`config.mk`:
```
export PLATFORM = sky130hd
export DESIGN_NAME = instrDecoder
export DESIGN_NICKNAME = d
export VERILOG_FILES = /design/src/logic/ctlPkg.sv /design/src/logic/rvIsaPkg.sv /design/src/logic/aluDecoder.sv /design/src/logic/instrDecoder.sv /design/src/logic/memBranchDecoder.sv
export VERILOG_INCLUDE_DIRS = /design/src /design/src/logic
export SDC_FILE = /design/constraint.sdc
export NUM_CORES = 1
export LEC_CHECK = 0
export ABC_AREA = 1
export BUFFER_PORTS_ARGS = -buffer_cell sky130_fd_sc_hd__clkbuf_2
export CAP_MARGIN = 20
export CORE_ASPECT_RATIO = 1.75
export CORE_MARGIN = 8
export CORE_UTILIZATION = 49
export CTS_CLUSTER_SIZE = 14
export DETAILED_ROUTE_END_ITERATION = 8
export HOLD_SLACK_MARGIN = 0.05
export MAX_ROUTING_LAYER = met4
export PLACE_DENSITY = 0.8
export SLEW_MARGIN = 20
export SYNTH_ARGS = -nofsm -noshare
export SYNTH_HDL_FRONTEND = slang
export SYNTH_SLANG_ARGS = --single-unit
```
`constraint.sdc`:
```
create_clock -name clk -period 1.55 [get_ports clk]
set_input_delay 0.2325 -clock clk [delete_from_list [all_inputs] [get_ports clk]]
set_output_delay 0.2325 -clock clk [all_outputs]
set_load 0.01 [all_outputs]
```
`src/logic/decoder_settings.svh`:
```
`ifndef DECODER_SETTINGS_SVH
`define DECODER_SETTINGS_SVH

// field widths fixed by the base ISA
`define INSTR_W  32
`define OPCODE_W 7
`define FUNCT3_W 3

// major opcodes
`define OPC_OP        7'b0110011
`define OPC_OP_IMM    7'b0010011
`define OPC_OP_32     7'b0111011
`define OPC_OP_IMM_32 7'b0011011
`define OPC_LOAD      7'b0000011
`define OPC_STORE     7'b0100011
`define OPC_BRANCH    7'b1100011
`define OPC_LUI       7'b0110111
`define OPC_AUIPC     7'b0010111
`define OPC_JAL       7'b1101111
`define OPC_JALR      7'b1100111
`define OPC_SYSTEM    7'b1110011

// integer ALU group, shared by register and immediate forms
`define F3_ADD  3'b000
`define F3_SLL  3'b001
`define F3_SLT  3'b010
`define F3_SLTU 3'b011
`define F3_XOR  3'b100
`define F3_SR   3'b101
`define F3_OR   3'b110
`define F3_AND  3'b111

// load/store access size, the U forms exist for loads only
`define F3_B  3'b000
`define F3_H  3'b001
`define F3_W  3'b010
`define F3_D  3'b011
`define F3_BU 3'b100
`define F3_HU 3'b101
`define F3_WU 3'b110

// branch compares
`define F3_BEQ  3'b000
`define F3_BNE  3'b001
`define F3_BLT  3'b100
`define F3_BGE  3'b101
`define F3_BLTU 3'b110
`define F3_BGEU 3'b111

// Zicsr
`define F3_CSRRW  3'b001
`define F3_CSRRS  3'b010
`define F3_CSRRC  3'b011
`define F3_CSRRWI 3'b101
`define F3_CSRRSI 3'b110
`define F3_CSRRCI 3'b111

`endif

```
`src/logic/ctlPkg.sv`:
```
`default_nettype none

package ctlPkg;

    typedef enum logic [1:0] {
        NoRs    = 2'd0,
        OnlyRs1,
        BothRs
    } regUseT;

    // I-suffixed word ops come from OP_IMM_32
    typedef enum logic [4:0] {
        Unknown = 5'd0,
        Add,
        Sub,
        Xor,
        Or,
        And,
        Slt,
        Sltu,
        Sll,
        Srl,
        Sra,
        AddIw,
        SllIw,
        SrlIw,
        SraIw,
        AddW,
        SubW,
        SllW,
        SrlW,
        SraW,
        Link,
        Branch,
        Rs1Pass
    } aluFuncT;

    typedef enum logic [2:0] {
        FromReg = 3'd0,
        FromImm,
        FromShamt,
        FromPcAddImm,
        FromPcAdd4,
        FromCsr
    } aluSrcT;

    typedef enum logic [2:0] {
        NoGen = 3'd0,
        GenI,
        GenU,
        GenB,
        GenS,
        GenJ,
        GenCsr
    } immGenT;

    typedef enum logic [2:0] {
        SizeZero = 3'd0,
        Size8,
        Size16,
        Size32,
        Size64
    } memSizeT;

    // load result extension, named by the top source bit
    typedef enum logic [2:0] {
        WbNone = 3'd0,
        Sext7,
        Sext15,
        Sext31,
        Zext7,
        Zext15,
        Zext31,
        Full63
    } wbTypeT;

    typedef enum logic [3:0] {
        NoBranch = 4'd0,
        Eq,
        Ne,
        LtS,
        LtU,
        GeS,
        GeU,
        Jal,
        Jalr
    } branchT;

endpackage

`default_nettype wire

```
`src/logic/rvIsaPkg.sv`:
```
`default_nettype none

`include "decoder_settings.svh"

package rvIsaPkg;

    typedef struct packed {
        logic [6:0]           funct7;
        logic [4:0]           rs2;
        logic [4:0]           rs1;
        logic [`FUNCT3_W-1:0] funct3;
        logic [4:0]           rd;
        logic [`OPCODE_W-1:0] opcode;
    } rTypeT;

    // rv64 shift immediates: funct6 on top of a 6-bit shamt
    typedef struct packed {
        logic [5:0]           funct6;
        logic [5:0]           shamt;
        logic [4:0]           rs1;
        logic [`FUNCT3_W-1:0] funct3;
        logic [4:0]           rd;
        logic [`OPCODE_W-1:0] opcode;
    } iTypeT;

    typedef struct packed {
        logic [6:0]           immHi;
        logic [4:0]           rs2;
        logic [4:0]           rs1;
        logic [`FUNCT3_W-1:0] funct3;
        logic [4:0]           immLo;
        logic [`OPCODE_W-1:0] opcode;
    } sTypeT;

    typedef struct packed {
        logic                 imm12;
        logic [5:0]           imm10to5;
        logic [4:0]           rs2;
        logic [4:0]           rs1;
        logic [`FUNCT3_W-1:0] funct3;
        logic [3:0]           imm4to1;
        logic                 imm11;
        logic [`OPCODE_W-1:0] opcode;
    } bTypeT;

    typedef struct packed {
        logic [`INSTR_W-`OPCODE_W-6:0] imm;
        logic [4:0]                    rd;
        logic [`OPCODE_W-1:0]          opcode;
    } uTypeT;

    typedef struct packed {
        logic                 imm20;
        logic [9:0]           imm10to1;
        logic                 imm11;
        logic [7:0]           imm19to12;
        logic [4:0]           rd;
        logic [`OPCODE_W-1:0] opcode;
    } jTypeT;

    typedef union packed {
        rTypeT rType;
        iTypeT iType;
        sTypeT sType;
        bTypeT bType;
        uTypeT uType;
        jTypeT jType;
    } instrWord;

    typedef enum logic [3:0] {
        OpUnknown = 4'd0,
        OpOp,
        OpOpImm,
        OpOp32,
        OpOpImm32,
        OpLoad,
        OpStore,
        OpBranch,
        OpLui,
        OpAuipc,
        OpJal,
        OpJalr,
        OpSystem
    } opClass;

endpackage

`default_nettype wire

```
`src/logic/aluDecoder.sv`:
```
`timescale 1ns/10ps
`default_nettype none

`include "decoder_settings.svh"

module aluDecoder (
    input  rvIsaPkg::instrWord instr,
    input  rvIsaPkg::opClass   opClass,
    output ctlPkg::aluFuncT    aluFunc,
    output ctlPkg::aluSrcT     aluSrc,
    output ctlPkg::immGenT     immGen
);

    logic [`FUNCT3_W-1:0] funct3;
    logic                 regBit30;
    logic                 immBit30;
    logic                 isShift;

    assign funct3   = instr.rType.funct3;
    // bit 30 read as funct7[5] in register forms, funct6[4] in shift immediates
    assign regBit30 = instr.rType.funct7[5];
    assign immBit30 = instr.iType.funct6[4];
    assign isShift  = (funct3 == `F3_SLL) || (funct3 == `F3_SR);

    function automatic ctlPkg::aluFuncT baseFunc(
        input logic [`FUNCT3_W-1:0] f3,
        input logic                 sub,
        input logic                 arith
    );
        case (f3)
            `F3_ADD:  baseFunc = sub ? ctlPkg::Sub : ctlPkg::Add;
            `F3_SLL:  baseFunc = ctlPkg::Sll;
            `F3_SLT:  baseFunc = ctlPkg::Slt;
            `F3_SLTU: baseFunc = ctlPkg::Sltu;
            `F3_XOR:  baseFunc = ctlPkg::Xor;
            `F3_SR:   baseFunc = arith ? ctlPkg::Sra : ctlPkg::Srl;
            `F3_OR:   baseFunc = ctlPkg::Or;
            default:  baseFunc = ctlPkg::And;
        endcase
    endfunction

    // only add, sll and sr exist in the word groups
    function automatic ctlPkg::aluFuncT wordFunc(
        input logic [`FUNCT3_W-1:0] f3,
        input logic                 arith,
        input logic                 imm
    );
        case (f3)
            `F3_ADD: begin
                if (imm)
                    wordFunc = ctlPkg::AddIw;
                else
                    wordFunc = arith ? ctlPkg::SubW : ctlPkg::AddW;
            end
            `F3_SLL: wordFunc = imm ? ctlPkg::SllIw : ctlPkg::SllW;
            `F3_SR: begin
                if (imm)
                    wordFunc = arith ? ctlPkg::SraIw : ctlPkg::SrlIw;
                else
                    wordFunc = arith ? ctlPkg::SraW : ctlPkg::SrlW;
            end
            default: wordFunc = ctlPkg::Unknown;
        endcase
    endfunction

    always_comb begin
        aluFunc = ctlPkg::Unknown;
        aluSrc  = ctlPkg::FromReg;
        immGen  = ctlPkg::NoGen;
        case (opClass)
            rvIsaPkg::OpOp:   aluFunc = baseFunc(funct3, regBit30, regBit30);
            rvIsaPkg::OpOp32: aluFunc = wordFunc(funct3, regBit30, 1'b0);
            rvIsaPkg::OpOpImm, rvIsaPkg::OpOpImm32: begin
                if (opClass == rvIsaPkg::OpOpImm)
                    aluFunc = baseFunc(funct3, 1'b0, immBit30);
                else
                    aluFunc = wordFunc(funct3, immBit30, 1'b1);
                if (aluFunc != ctlPkg::Unknown) begin
                    aluSrc = isShift ? ctlPkg::FromShamt : ctlPkg::FromImm;
                    immGen = isShift ? ctlPkg::NoGen : ctlPkg::GenI;
                end
            end
            rvIsaPkg::OpLoad, rvIsaPkg::OpStore: begin
                aluFunc = ctlPkg::Add;
                aluSrc  = ctlPkg::FromImm;
                immGen  = (opClass == rvIsaPkg::OpLoad) ? ctlPkg::GenI : ctlPkg::GenS;
            end
            rvIsaPkg::OpBranch: begin
                aluFunc = ctlPkg::Branch;
                immGen  = ctlPkg::GenB;
            end
            rvIsaPkg::OpLui, rvIsaPkg::OpAuipc: begin
                aluFunc = ctlPkg::Link;
                aluSrc  = (opClass == rvIsaPkg::OpLui) ? ctlPkg::FromImm : ctlPkg::FromPcAddImm;
                immGen  = ctlPkg::GenU;
            end
            rvIsaPkg::OpJal, rvIsaPkg::OpJalr: begin
                aluFunc = ctlPkg::Link;
                aluSrc  = ctlPkg::FromPcAdd4;
                immGen  = (opClass == rvIsaPkg::OpJal) ? ctlPkg::GenJ : ctlPkg::GenI;
            end
            rvIsaPkg::OpSystem: begin
                aluSrc = ctlPkg::FromCsr;
                case (funct3)
                    `F3_CSRRW, `F3_CSRRWI: aluFunc = ctlPkg::Rs1Pass;
                    `F3_CSRRS, `F3_CSRRSI: aluFunc = ctlPkg::Or;
                    `F3_CSRRC, `F3_CSRRCI: aluFunc = ctlPkg::And;
                    default:               aluFunc = ctlPkg::Unknown;
                endcase
                // zimm lives in the rs1 field
                if (funct3 inside {`F3_CSRRWI, `F3_CSRRSI, `F3_CSRRCI})
                    immGen = ctlPkg::GenCsr;
            end
            default: ;
        endcase
    end

endmodule

`default_nettype wire

```
`src/logic/instrDecoder.sv`:
```
`timescale 1ns/10ps
`default_nettype none

`include "decoder_settings.svh"

module instrDecoder (
    input  logic               clk,
    input  logic               rstN,
    input  logic               instrValid,
    input  rvIsaPkg::instrWord instr,
    output logic               ctlValid,
    output ctlPkg::regUseT     regUse,
    output ctlPkg::aluFuncT    aluFunc,
    output ctlPkg::aluSrcT     aluSrc,
    output ctlPkg::immGenT     immGen,
    output logic               memRead,
    output logic               memWrite,
    output logic               memToReg,
    output logic               regWrite,
    output logic               readCsr,
    output logic               writeCsr,
    output ctlPkg::memSizeT    memSize,
    output ctlPkg::wbTypeT     wbType,
    output ctlPkg::branchT     branchType
);

    rvIsaPkg::opClass opClass;
    ctlPkg::regUseT   classRegUse;
    logic             classRegWrite;
    logic             classCsr;
    ctlPkg::aluFuncT  decAluFunc;
    ctlPkg::aluSrcT   decAluSrc;
    ctlPkg::immGenT   decImmGen;
    logic             decMemRead;
    logic             decMemWrite;
    logic             decMemToReg;
    ctlPkg::memSizeT  decMemSize;
    ctlPkg::wbTypeT   decWbType;
    ctlPkg::branchT   decBranchType;
    logic             memIllegal;

    // single opcode compare, everything below works per class
    always_comb begin
        case (instr.rType.opcode)
            `OPC_OP:        opClass = rvIsaPkg::OpOp;
            `OPC_OP_IMM:    opClass = rvIsaPkg::OpOpImm;
            `OPC_OP_32:     opClass = rvIsaPkg::OpOp32;
            `OPC_OP_IMM_32: opClass = rvIsaPkg::OpOpImm32;
            `OPC_LOAD:      opClass = rvIsaPkg::OpLoad;
            `OPC_STORE:     opClass = rvIsaPkg::OpStore;
            `OPC_BRANCH:    opClass = rvIsaPkg::OpBranch;
            `OPC_LUI:       opClass = rvIsaPkg::OpLui;
            `OPC_AUIPC:     opClass = rvIsaPkg::OpAuipc;
            `OPC_JAL:       opClass = rvIsaPkg::OpJal;
            `OPC_JALR:      opClass = rvIsaPkg::OpJalr;
            `OPC_SYSTEM:    opClass = rvIsaPkg::OpSystem;
            default:        opClass = rvIsaPkg::OpUnknown;
        endcase
    end

    always_comb begin
        case (opClass)
            rvIsaPkg::OpOp, rvIsaPkg::OpOp32, rvIsaPkg::OpStore, rvIsaPkg::OpBranch:
                classRegUse = ctlPkg::BothRs;
            rvIsaPkg::OpOpImm, rvIsaPkg::OpOpImm32, rvIsaPkg::OpLoad, rvIsaPkg::OpJalr:
                classRegUse = ctlPkg::OnlyRs1;
            default:
                classRegUse = ctlPkg::NoRs;
        endcase
    end

    assign classRegWrite = !(opClass inside {rvIsaPkg::OpStore, rvIsaPkg::OpBranch,
                                             rvIsaPkg::OpUnknown});
    assign classCsr      = (opClass == rvIsaPkg::OpSystem);

    aluDecoder uAluDecoder (
        .instr   (instr),
        .opClass (opClass),
        .aluFunc (decAluFunc),
        .aluSrc  (decAluSrc),
        .immGen  (decImmGen)
    );

    memBranchDecoder uMemBranchDecoder (
        .instr      (instr),
        .opClass    (opClass),
        .memRead    (decMemRead),
        .memWrite   (decMemWrite),
        .memToReg   (decMemToReg),
        .memIllegal (memIllegal),
        .memSize    (decMemSize),
        .wbType     (decWbType),
        .branchType (decBranchType)
    );

    always_ff @(posedge clk) begin
        if (!rstN)
            ctlValid <= 1'b0;
        else
            ctlValid <= instrValid;
    end

    // fields hold while idle, a bad load/store width clears them
    always_ff @(posedge clk) begin
        if (!rstN || (instrValid && memIllegal)) begin
            regUse     <= ctlPkg::NoRs;
            aluFunc    <= ctlPkg::Unknown;
            aluSrc     <= ctlPkg::FromReg;
            immGen     <= ctlPkg::NoGen;
            memRead    <= 1'b0;
            memWrite   <= 1'b0;
            memToReg   <= 1'b0;
            regWrite   <= 1'b0;
            readCsr    <= 1'b0;
            writeCsr   <= 1'b0;
            memSize    <= ctlPkg::SizeZero;
            wbType     <= ctlPkg::WbNone;
            branchType <= ctlPkg::NoBranch;
        end else if (instrValid) begin
            regUse     <= classRegUse;
            aluFunc    <= decAluFunc;
            aluSrc     <= decAluSrc;
            immGen     <= decImmGen;
            memRead    <= decMemRead;
            memWrite   <= decMemWrite;
            memToReg   <= decMemToReg;
            regWrite   <= classRegWrite;
            readCsr    <= classCsr;
            writeCsr   <= classCsr;
            memSize    <= decMemSize;
            wbType     <= decWbType;
            branchType <= decBranchType;
        end
    end

    memRdWrExclusive: assert property (@(posedge clk) disable iff (!rstN)
        !(memRead && memWrite))
    else $error("memRead and memWrite high together");

endmodule

`default_nettype wire

```
`src/logic/memBranchDecoder.sv`:
```
`timescale 1ns/10ps
`default_nettype none

`include "decoder_settings.svh"

module memBranchDecoder (
    input  rvIsaPkg::instrWord instr,
    input  rvIsaPkg::opClass   opClass,
    output logic               memRead,
    output logic               memWrite,
    output logic               memToReg,
    output logic               memIllegal,
    output ctlPkg::memSizeT    memSize,
    output ctlPkg::wbTypeT     wbType,
    output ctlPkg::branchT     branchType
);

    always_comb begin
        memRead    = 1'b0;
        memWrite   = 1'b0;
        memToReg   = 1'b0;
        memIllegal = 1'b0;
        memSize    = ctlPkg::SizeZero;
        wbType     = ctlPkg::WbNone;
        branchType = ctlPkg::NoBranch;
        case (opClass)
            rvIsaPkg::OpLoad: begin
                memRead  = 1'b1;
                memToReg = 1'b1;
                case (instr.iType.funct3)
                    `F3_B: begin
                        memSize = ctlPkg::Size8;
                        wbType  = ctlPkg::Sext7;
                    end
                    `F3_H: begin
                        memSize = ctlPkg::Size16;
                        wbType  = ctlPkg::Sext15;
                    end
                    `F3_W: begin
                        memSize = ctlPkg::Size32;
                        wbType  = ctlPkg::Sext31;
                    end
                    `F3_D: begin
                        memSize = ctlPkg::Size64;
                        wbType  = ctlPkg::Full63;
                    end
                    `F3_BU: begin
                        memSize = ctlPkg::Size8;
                        wbType  = ctlPkg::Zext7;
                    end
                    `F3_HU: begin
                        memSize = ctlPkg::Size16;
                        wbType  = ctlPkg::Zext15;
                    end
                    `F3_WU: begin
                        memSize = ctlPkg::Size32;
                        wbType  = ctlPkg::Zext31;
                    end
                    // top level clears the whole word
                    default: memIllegal = 1'b1;
                endcase
            end
            rvIsaPkg::OpStore: begin
                memWrite = 1'b1;
                case (instr.sType.funct3)
                    `F3_B:   memSize = ctlPkg::Size8;
                    `F3_H:   memSize = ctlPkg::Size16;
                    `F3_W:   memSize = ctlPkg::Size32;
                    `F3_D:   memSize = ctlPkg::Size64;
                    default: memIllegal = 1'b1;
                endcase
            end
            rvIsaPkg::OpBranch: begin
                case (instr.bType.funct3)
                    `F3_BEQ:  branchType = ctlPkg::Eq;
                    `F3_BNE:  branchType = ctlPkg::Ne;
                    `F3_BLT:  branchType = ctlPkg::LtS;
                    `F3_BLTU: branchType = ctlPkg::LtU;
                    `F3_BGE:  branchType = ctlPkg::GeS;
                    `F3_BGEU: branchType = ctlPkg::GeU;
                    default:  branchType = ctlPkg::NoBranch;
                endcase
            end
            rvIsaPkg::OpJal:  branchType = ctlPkg::Jal;
            rvIsaPkg::OpJalr: branchType = ctlPkg::Jalr;
            default: ;
        endcase
    end

endmodule

`default_nettype wire

```
==> impl_results.md, run 1 <==
- Final nets: 349
- TritonCTS clock tree: done
- Mux cell area share after synthesis: 0%
- Worst-case headroom to the max-slew limit: 79.59%
- Initial antenna violation count: 0
- Largest cells by area after synthesis: dfxtp_1, nand2_1, nand3_1
- Clk network pwr share: 31.5%
- Longest individual stage delay on the worst path: 0.26 ns
- Critical path startpoint category: primary input
- CTS root buffer: clkbuf_8
- Proportion of total power due to net switching: 25.27%
- Dominant combinational cell family by area after synthesis: simple AND/OR/NAND/NOR gates
- Post-synthesis share of cell area spent on xor and xnor gates: 0%
- Pins Over Slew Limit: 0
- Die width: 60.47 um
- Aggregate routed wire length: 4664 um
- Share of post-route cells with drive strength above 1: 25.24%
- Number of placement rows: 28
- Crit-path max FO: 5
- Number of buffers created by CTS: 3
- Number of H-tree levels: 1
- Maximum count of clock buffers along a single path: 2
- Total half-perimeter wirelength after legalization and detailed placement: 3825 um
- Ant. Diodes: 0
- Internal power: 0.001018 W
- RSZ-0062 raised after global routing: false
- Routability cong.: 0.9943
- Mean Syn Cell Area: 6.350 um2
- Clock sink count: 28
- CP top delay family: simple AND/OR/NAND/NOR gates
- Unique cell type count in the Yosys netlist: 30
- Tightest Pin Transition: 0.3050 ns
- Clock tree skew after final layout: 0 ns
- Initial DRC Count: 65
- Cells after Synth: 267
- Yosys top cell area share: 33.06%
- WL per Instance: 13.03 um
- Power density over the cells: 675.6 nW/um2
- Number of setup violations in the final report: 0
- Post-layout utilization of the core: 59.93%
- WS Path Type: in -> reg
- Number of I/O port buffers: 43
- Highest-utilization routing layer at the global route stage: met2
- Final critical delay including setup and external delays: 1.280 ns
- All-Layer GR Usage: 17.19%
- Clock Pin Slew Worst Setup and Hold Paths: 0.09 ns
- Final setup TNS: 0 ns
- Boundary pin count: 65
- Post-cts sizing count: 0
- Synth Warn #: 0
- Post-detailed-route count of antenna-violating nets: 0
- Cell with the largest stage delay on the worst path: nor2_1
- Global routing met3 resource utilization: 1.097%
- Vias post-DR: 1,884
- Maximum operating frequency: 781.4 MHz
- Net count after synthesis: 302
- Remaining DRCs: 0
- Fraction of power consumed by combinational cells: 14.9%
- Via-per-instance ratio: 5.263
- Clk Latency, worst-skew pair: 0.26 ns
- Fraction of the yosys area taken by sequential cells: 33.06%
- Wire length of the first global-routing pass: 7672 um
- Lkg Pwr: 0.9721 nW
- Fraction of power consumed by sequential logic: 53.6%
- Cell taking the most area after synthesis: dfxtp_1
- Area overhead of the layout relative to synthesis: 18.89%
- Aggregate global routing overflow: 0
- Share of the cycle needed by the critical path after routing: 82.56%
- Classification of the worst-slack hold path: in -> reg
- Data arrival time of the critical path: 1.47 ns
- Max Cap Viol: 0
- Most repeated library cell on the critical path: nand2_1
- Cells traversed along the worst timing path: clkbuf_2 > inv_1 > nand2_1 > nor2_1 > nand2_1 > nand2_1 > nor2_1 > nand3_1 > o21ai_0 > a21oi_1
- Buffering stage count on the worst path with inverters included: 2
- Initial cell density of the core: 50.41%
- Area of the core: 3363 um2
- Die Ht: 93.81 um
- Simple-gate share of the synthesized area: 41.48%
- Adder and majority gate portion of the synthesized area: 0%
- Status: finished clean
- Synthesis-stage register bit count: 28
- Met1 Resource Use GR: 18.05%
- Switch Pwr: 0.0003441 W
- Hold_buf cts: 0
- Via count of the first global-routing pass: 1,812
- Required arrival time at the worst endpoint: 1.74 ns
- Maximum resistive drop on vdd: 0.0004727 V
- CP Capture Type: flip-flop
- Detailed-routing iteration count for the pre-antenna-repair pass: 4
- Number of hold violations in the final report: 0
- Maximum number of pins on one net before global-route repair: 28
- Combined area of all synthesized cells: 1695 um2
- Share of the synthesized area in compound gates (AO/OA/AOI/OAI): 16.16%
- Full die area: 5672 um2
- Post-CTS setup repair buffer count: 0
- Routing usage on met2: 31.18%
[registers in the layout, summed over array words and instances, names as in the netlist, 2 cells and up]
name and cells:
aluFunc 5, regUse 2, immGen 3, memSize 3, aluSrc 3, branchType 4
wbType 3
[layer usage]
layer | routed length, um | vias to the layer above
li1 | - | 968
met1 | 1803 | 846
met2 | 2465 | 60
met3 | 284 | 10
met4 | 110 | 0
met5 | 0 | -
[power by group through the flow]
stage / Clock [W] / Combinational, W / Sequential [W]
2_1_floorplan: 0 / 0.000133 / 0.000752
3_3_place_gp: 0 / 0.000200 / 0.000747
3_5_place_dp: 0 / 0.000201 / 0.000748
4_1_cts: 0.000437 / 0.000202 / 0.000731
5_1_grt: 0.000472 / 0.000224 / 0.000732
6_report: 0.000429 / 0.000203 / 0.000731
[cell families after synthesis]
group / count (synthesis)
DFF: 28
buffers and inverters: 31
AOI/OAI and AO/OA: 47
and+or+nand+nor: 161
[metrics by stage]
| step | worst slack, ns | std cells | hold slack (ns) | area (um2) | power [W] |
|---|---|---|---|---|---|
| 4_1_cts | 0.2817 | 358 | 0.2010 | 2016 | 0.001369 |
| 3_3_place_gp | 0.02241 | 354 | 0.4486 | 1961 | 0.0009472 |
| 6_report | 0.2703 | 358 | 0.1993 | 2016 | 0.001362 |
| 2_1_floorplan | 0.2514 | 267 | 0.3301 | 1695 | 0.0008845 |
| 3_5_place_dp | -0.0004151 | 354 | 0.4514 | 1961 | 0.0009490 |
| 5_1_grt | 0.1722 | 358 | 0.2038 | 2016 | 0.001428 |
[cell usage after synthesis]
master	count
o31ai_1	2
a21oi_2	4
o21ai_1	2
nand2_1	81
inv_2	4
clkinv_2	1
nand2_2	3
nand4_1	3
nand2_4	1
clkbuf_1	3
nand3_1	31
o21ai_2	3
nor3_1	7
dfxtp_1	28
a21oi_1	26
nand3_2	1
or2_4	2
a22oi_1	2
o21bai_1	1
buf_2	3
nor2_4	1
buf_8	1
clkinv_1	1
inv_1	14
buf_4	2
nor2_1	29
o21ai_0	7
buf_12	1
nor2_2	2
clkbuf_2	1
[cells in the final DEF, fill, tap and decap left out]
| cell type | instances |
|---|---|
| o31ai_1 | 2 |
| o21bai_1 | 1 |
| or2_4 | 2 |
| nand2_1 | 81 |
| nand2_2 | 3 |
| o21ai_1 | 2 |
| inv_2 | 4 |
| clkinv_2 | 1 |
| a21oi_1 | 26 |
| a21oi_2 | 4 |
| o21ai_2 | 3 |
| nor2_2 | 2 |
| buf_4 | 10 |
| inv_1 | 14 |
| nand3_1 | 31 |
| clkinv_1 | 1 |
| a22oi_1 | 2 |
| nor2_4 | 1 |
| nor2_1 | 29 |
| nand4_1 | 3 |
| dfxtp_1 | 28 |
| o21ai_0 | 7 |
| nor3_1 | 7 |
| clkbuf_8 | 4 |
| nand2_4 | 1 |
| nand3_2 | 1 |
| clkbuf_2 | 43 |
[path summary, 6_finish.rpt]
kind | from | to | slack (ns) | cells past startpoint
worst max register to register | memSize[0] | memSize[0] | 0.88 | 2
worst max-delay path | instr[4] | aluFunc[2] | 0.27 | 10
worst min register to register | wbType[0] | wbType[0] | 0.46 | 2
worst min-delay path | rstN | ctlValid | 0.20 | 3
[worst register-to-register path, delay by kind of cell, from the launching register on]
kind,cells,cell delay (ns)
flip-flops,1,0.32
AND/OR/NAND/NOR,1,0.06
AO/OA/AOI/OAI,1,0.18
[area by class of cell]
| cell class | instances | area (um2) |
|---|---|---|
| flip-flops and latches | 28 | 560.5 |
| inverters | 20 | 76.32 |
| multi-input cells | 208 | 977.2 |
| clock buffers | 4 | 55.05 |
| repair buffers | 53 | 290.3 |
| fillers | 374 | 1348 |
| well taps | 45 | 56.30 |
Note: power is estimated with default switching activity, not from simulation.
==> run 2: changes to the inputs <==
--- a/config.mk
+++ b/config.mk
@@ -11,12 +11,12 @@
 export CAP_MARGIN = 20
 export CORE_ASPECT_RATIO = 1.75
 export CORE_MARGIN = 8
-export CORE_UTILIZATION = 49
+export CORE_UTILIZATION = 44
 export CTS_CLUSTER_SIZE = 14
 export DETAILED_ROUTE_END_ITERATION = 8
 export HOLD_SLACK_MARGIN = 0.05
 export MAX_ROUTING_LAYER = met4
-export PLACE_DENSITY = 0.8
+export PLACE_DENSITY = 0.76
 export SLEW_MARGIN = 20
 export SYNTH_ARGS = -nofsm -noshare
 export SYNTH_HDL_FRONTEND = slang
==> constraint.sdc (replaced) <==
create_clock -name clk -period 1.15 [get_ports clk]
set_input_delay 0.1725 -clock clk [delete_from_list [all_inputs] [get_ports clk]]
set_output_delay 0.1725 -clock clk [all_outputs]
set_load 0.01 [all_outputs]
==> impl_results.md, run 2 (same netlist as run 1, synthesis figures left out) <==
- Flip-flop count of the largest register after layout: 5 (unchanged)
- Critical path startpoint category: primary input (unchanged)
- Buffering stage count on the worst path with inverters included: 2 (unchanged)
- Status: finished, violations left (was finished clean)
- Post-placement cell area: 2291 um2 (was 1961 um2)
- Worst-case headroom to the max-slew limit: 69.33% (was 79.59%)
- Longest individual stage delay on the worst path: 0.28 ns (was 0.26 ns)
- Boundary pin count: 65 (unchanged)
- Clock sink count: 28 (unchanged)
- Via-per-instance ratio: 5.243 (was 5.263)
- Finished layout cell area: 2577 um2 (was 2016 um2)
- Initial DRC Count: 109 (was 65)
- Lkg Pwr: 1.215 nW (was 0.9721 nW)
- Share of post-route cells with drive strength above 1: 42.25% (was 25.24%)
- Initial antenna violation count: 0 (unchanged)
- Area overhead of the layout relative to synthesis: 52.03% (was 18.89%)
- Maximum count of clock buffers along a single path: 2 (unchanged)
- Final total power: 0.001935 W (was 0.001362 W)
- CTS root buffer: clkbuf_8 (unchanged)
- Number of setup violations in the final report: 11 (was 0)
- Total half-perimeter wirelength after legalization and detailed placement: 4031 um (was 3825 um)
- Vias post-DR: 2,113 (was 1,884)
- Required arrival time at the worst endpoint: 1.31 ns (was 1.74 ns)
- Global routing met3 resource utilization: 2.752% (was 1.097%)
- Number of placement rows: 30 (was 28)
- Maximum operating frequency: 855.1 MHz
- Leading cell type in the layout, fill and taps excluded: nand2_1 (unchanged)
- Routability cong.: 0.9669 (was 0.9943)
- Remaining DRCs: 0 (unchanged)
- Maximum resistive drop on vdd: 0.0005656 V (was 0.0004727 V)
- Post-Place Cells: 394 (was 354)
- Final nets: 392 (was 349)
- Post-layout instance count excluding filler cells: 403 (was 358)
- Share of the cycle needed by the critical path after routing: 101.7%
- Number of H-tree levels: 1 (unchanged)
- Die Ht: 98.12 um (was 93.81 um)
- Final setup TNS: -0.06661 ns (was 0 ns)
- TritonCTS clock tree: done (unchanged)
- All-Layer GR Usage: 16.36% (was 17.19%)
- Failing checks: negative setup slack
- Pins Over Slew Limit: 0 (unchanged)
- Final worst slack: -0.01942 ns (was 0.2703 ns)
- Wire length of the first global-routing pass: 8390 um (was 7672 um)
- Crit-path max FO: 7 (was 5)
- Number of buffers created by CTS: 3 (unchanged)
- Final critical delay including setup and external delays: 1.169 ns
- Maximum number of pins on one net before global-route repair: 28 (unchanged)
- Area of the core: 3791 um2 (was 3363 um2)
- Max Cap Viol: 0 (unchanged)
- Power density over the cells: 750.8 nW/um2 (was 675.6 nW/um2)
- Routing usage on met2: 29.18% (was 31.18%)
- Number of hold violations in the final report: 0 (unchanged)
- Largest registers in the final layout: aluFunc: 5 flops, branchType: 4 flops (unchanged)
- Full die area: 6174 um2 (was 5672 um2)
- WL per Instance: 14.06 um (was 13.03 um)
- Detailed-routing iteration count for the pre-antenna-repair pass: 5 (was 4)
- Cell with the largest stage delay on the worst path: or2_4 (was nor2_1)
- Aggregate global routing overflow: 0 (unchanged)
- Ant. Diodes: 0 (unchanged)
- Die width: 62.93 um (was 60.47 um)
- Met1 Resource Use GR: 15.38% (was 18.05%)
- Clk Latency, worst-skew pair: 0.26 ns (about the same)
- Highest-utilization routing layer at the global route stage: met2 (unchanged)
- Via count of the first global-routing pass: 1,964 (was 1,812)
- CP top delay family: simple AND/OR/NAND/NOR gates (unchanged)
- Clock tree skew after final layout: 0 ns (unchanged)
- Post-detailed-route count of antenna-violating nets: 0 (unchanged)
- RSZ-0062 raised after global routing: true (was false)
- Tightest Pin Transition: 0.4601 ns (was 0.3050 ns)
- Total of fill cells in the finished design: 339 (was 374)
- Largest register by flop count: aluFunc (unchanged)
- Most used cells in the layout excluding fill and tap cells: nand2_1, buf_4, clkbuf_2 (was nand2_1, clkbuf_2, nand3_1)
- Cells traversed along the worst timing path: buf_6 > inv_4 > nand3_2 > or2_4 > o21ai_4 > nand3_4 > nand2_8 > nor3_2 (was clkbuf_2 > inv_1 > nand2_1 > nor2_1 > nand2_1 > nand2_1 > nor2_1 > nand3_1 > o21ai_0 > a21oi_1)
- Clock Pin Slew Worst Setup and Hold Paths: 0.08 ns (was 0.09 ns)
- Initial cell density of the core: 44.72% (was 50.41%)
- Classification of the worst-slack hold path: in -> reg (unchanged)
- Data arrival time of the critical path: 1.33 ns (was 1.47 ns)
- CP Capture Type: flip-flop (unchanged)
- WS Path Type: in -> reg (unchanged)
- Post-placement setup slack: -0.3202 ns (was -0.0004151 ns)
- Number of I/O port buffers: 43 (unchanged)
- Aggregate routed wire length: 5668 um (was 4664 um)
[run 2: path summary, 6_finish.rpt]
kind              slack [ns]  cells after the start           from             to
setup / recovery       -0.02                      8       instr[4]      regUse[0]
hold reg to reg         0.47                      2  branchType[0]  branchType[0]
hold / removal          0.21                      3     instrValid       regWrite
setup reg to reg        0.48                      2     memSize[0]     memSize[0]
[run 2: power by group]
group | switching (W) | leakage, nW | total (W) | internal [W]
clock network | 0.000269 | 0.0216 | 0.000504 | 0.000235
logic | 0.000250 | 0.967 | 0.000446 | 0.000196
registers | 0.00000560 | 0.226 | 0.000985 | 0.000980
total | 0.000525 | 1.21 | 0.00194 | 0.00141
[run 2: per-layer routing]
| layer | vias to the layer above | part of all wire [%] |
|---|---|---|
| met5 | - | 0 |
| met4 | 0 | 4.0 |
| met3 | 17 | 4.2 |
| met2 | 66 | 55 |
| met1 | 971 | 36 |
| li1 | 1059 | - |
[run 2: area by class of cell]
class                           instances  area, um2  share of cell area (%)
Clock buffer                            3      41.29                   1.602
Inverter                               20      83.83                   3.252
Multi-Input combinational cell        211       1172                   45.49
Sequential cell                        28      560.5                   21.75
Tap cell                               48      60.06                   2.330
Timing Repair Buffer                   93      659.4                   25.58
[run 2: worst register-to-register path, cell delays in order, from the launching register on]
cell     delay [ns]
dfxtp_1        0.32
a22oi_1        0.18
nor2_1         0.06
[run 2: metrics by stage]
stage	util, %	hold WS, ns
after floorplan	-	0.2701
after global placement	60.43	0.4327
after detailed placement	60.43	0.4329
after CTS	61.75	0.1926
after global routing	67.99	0.2242
final	67.99	0.2114
[run 2: repair_timing]
action	in CTS	in global routing
pin swaps	0	12
cloned	0	3
gates resized for setup	2	54
setup endpoints to repair	21	27
hold buffers	0	0
setup buffers	0	3
endpoints found under the hold margin	0	0
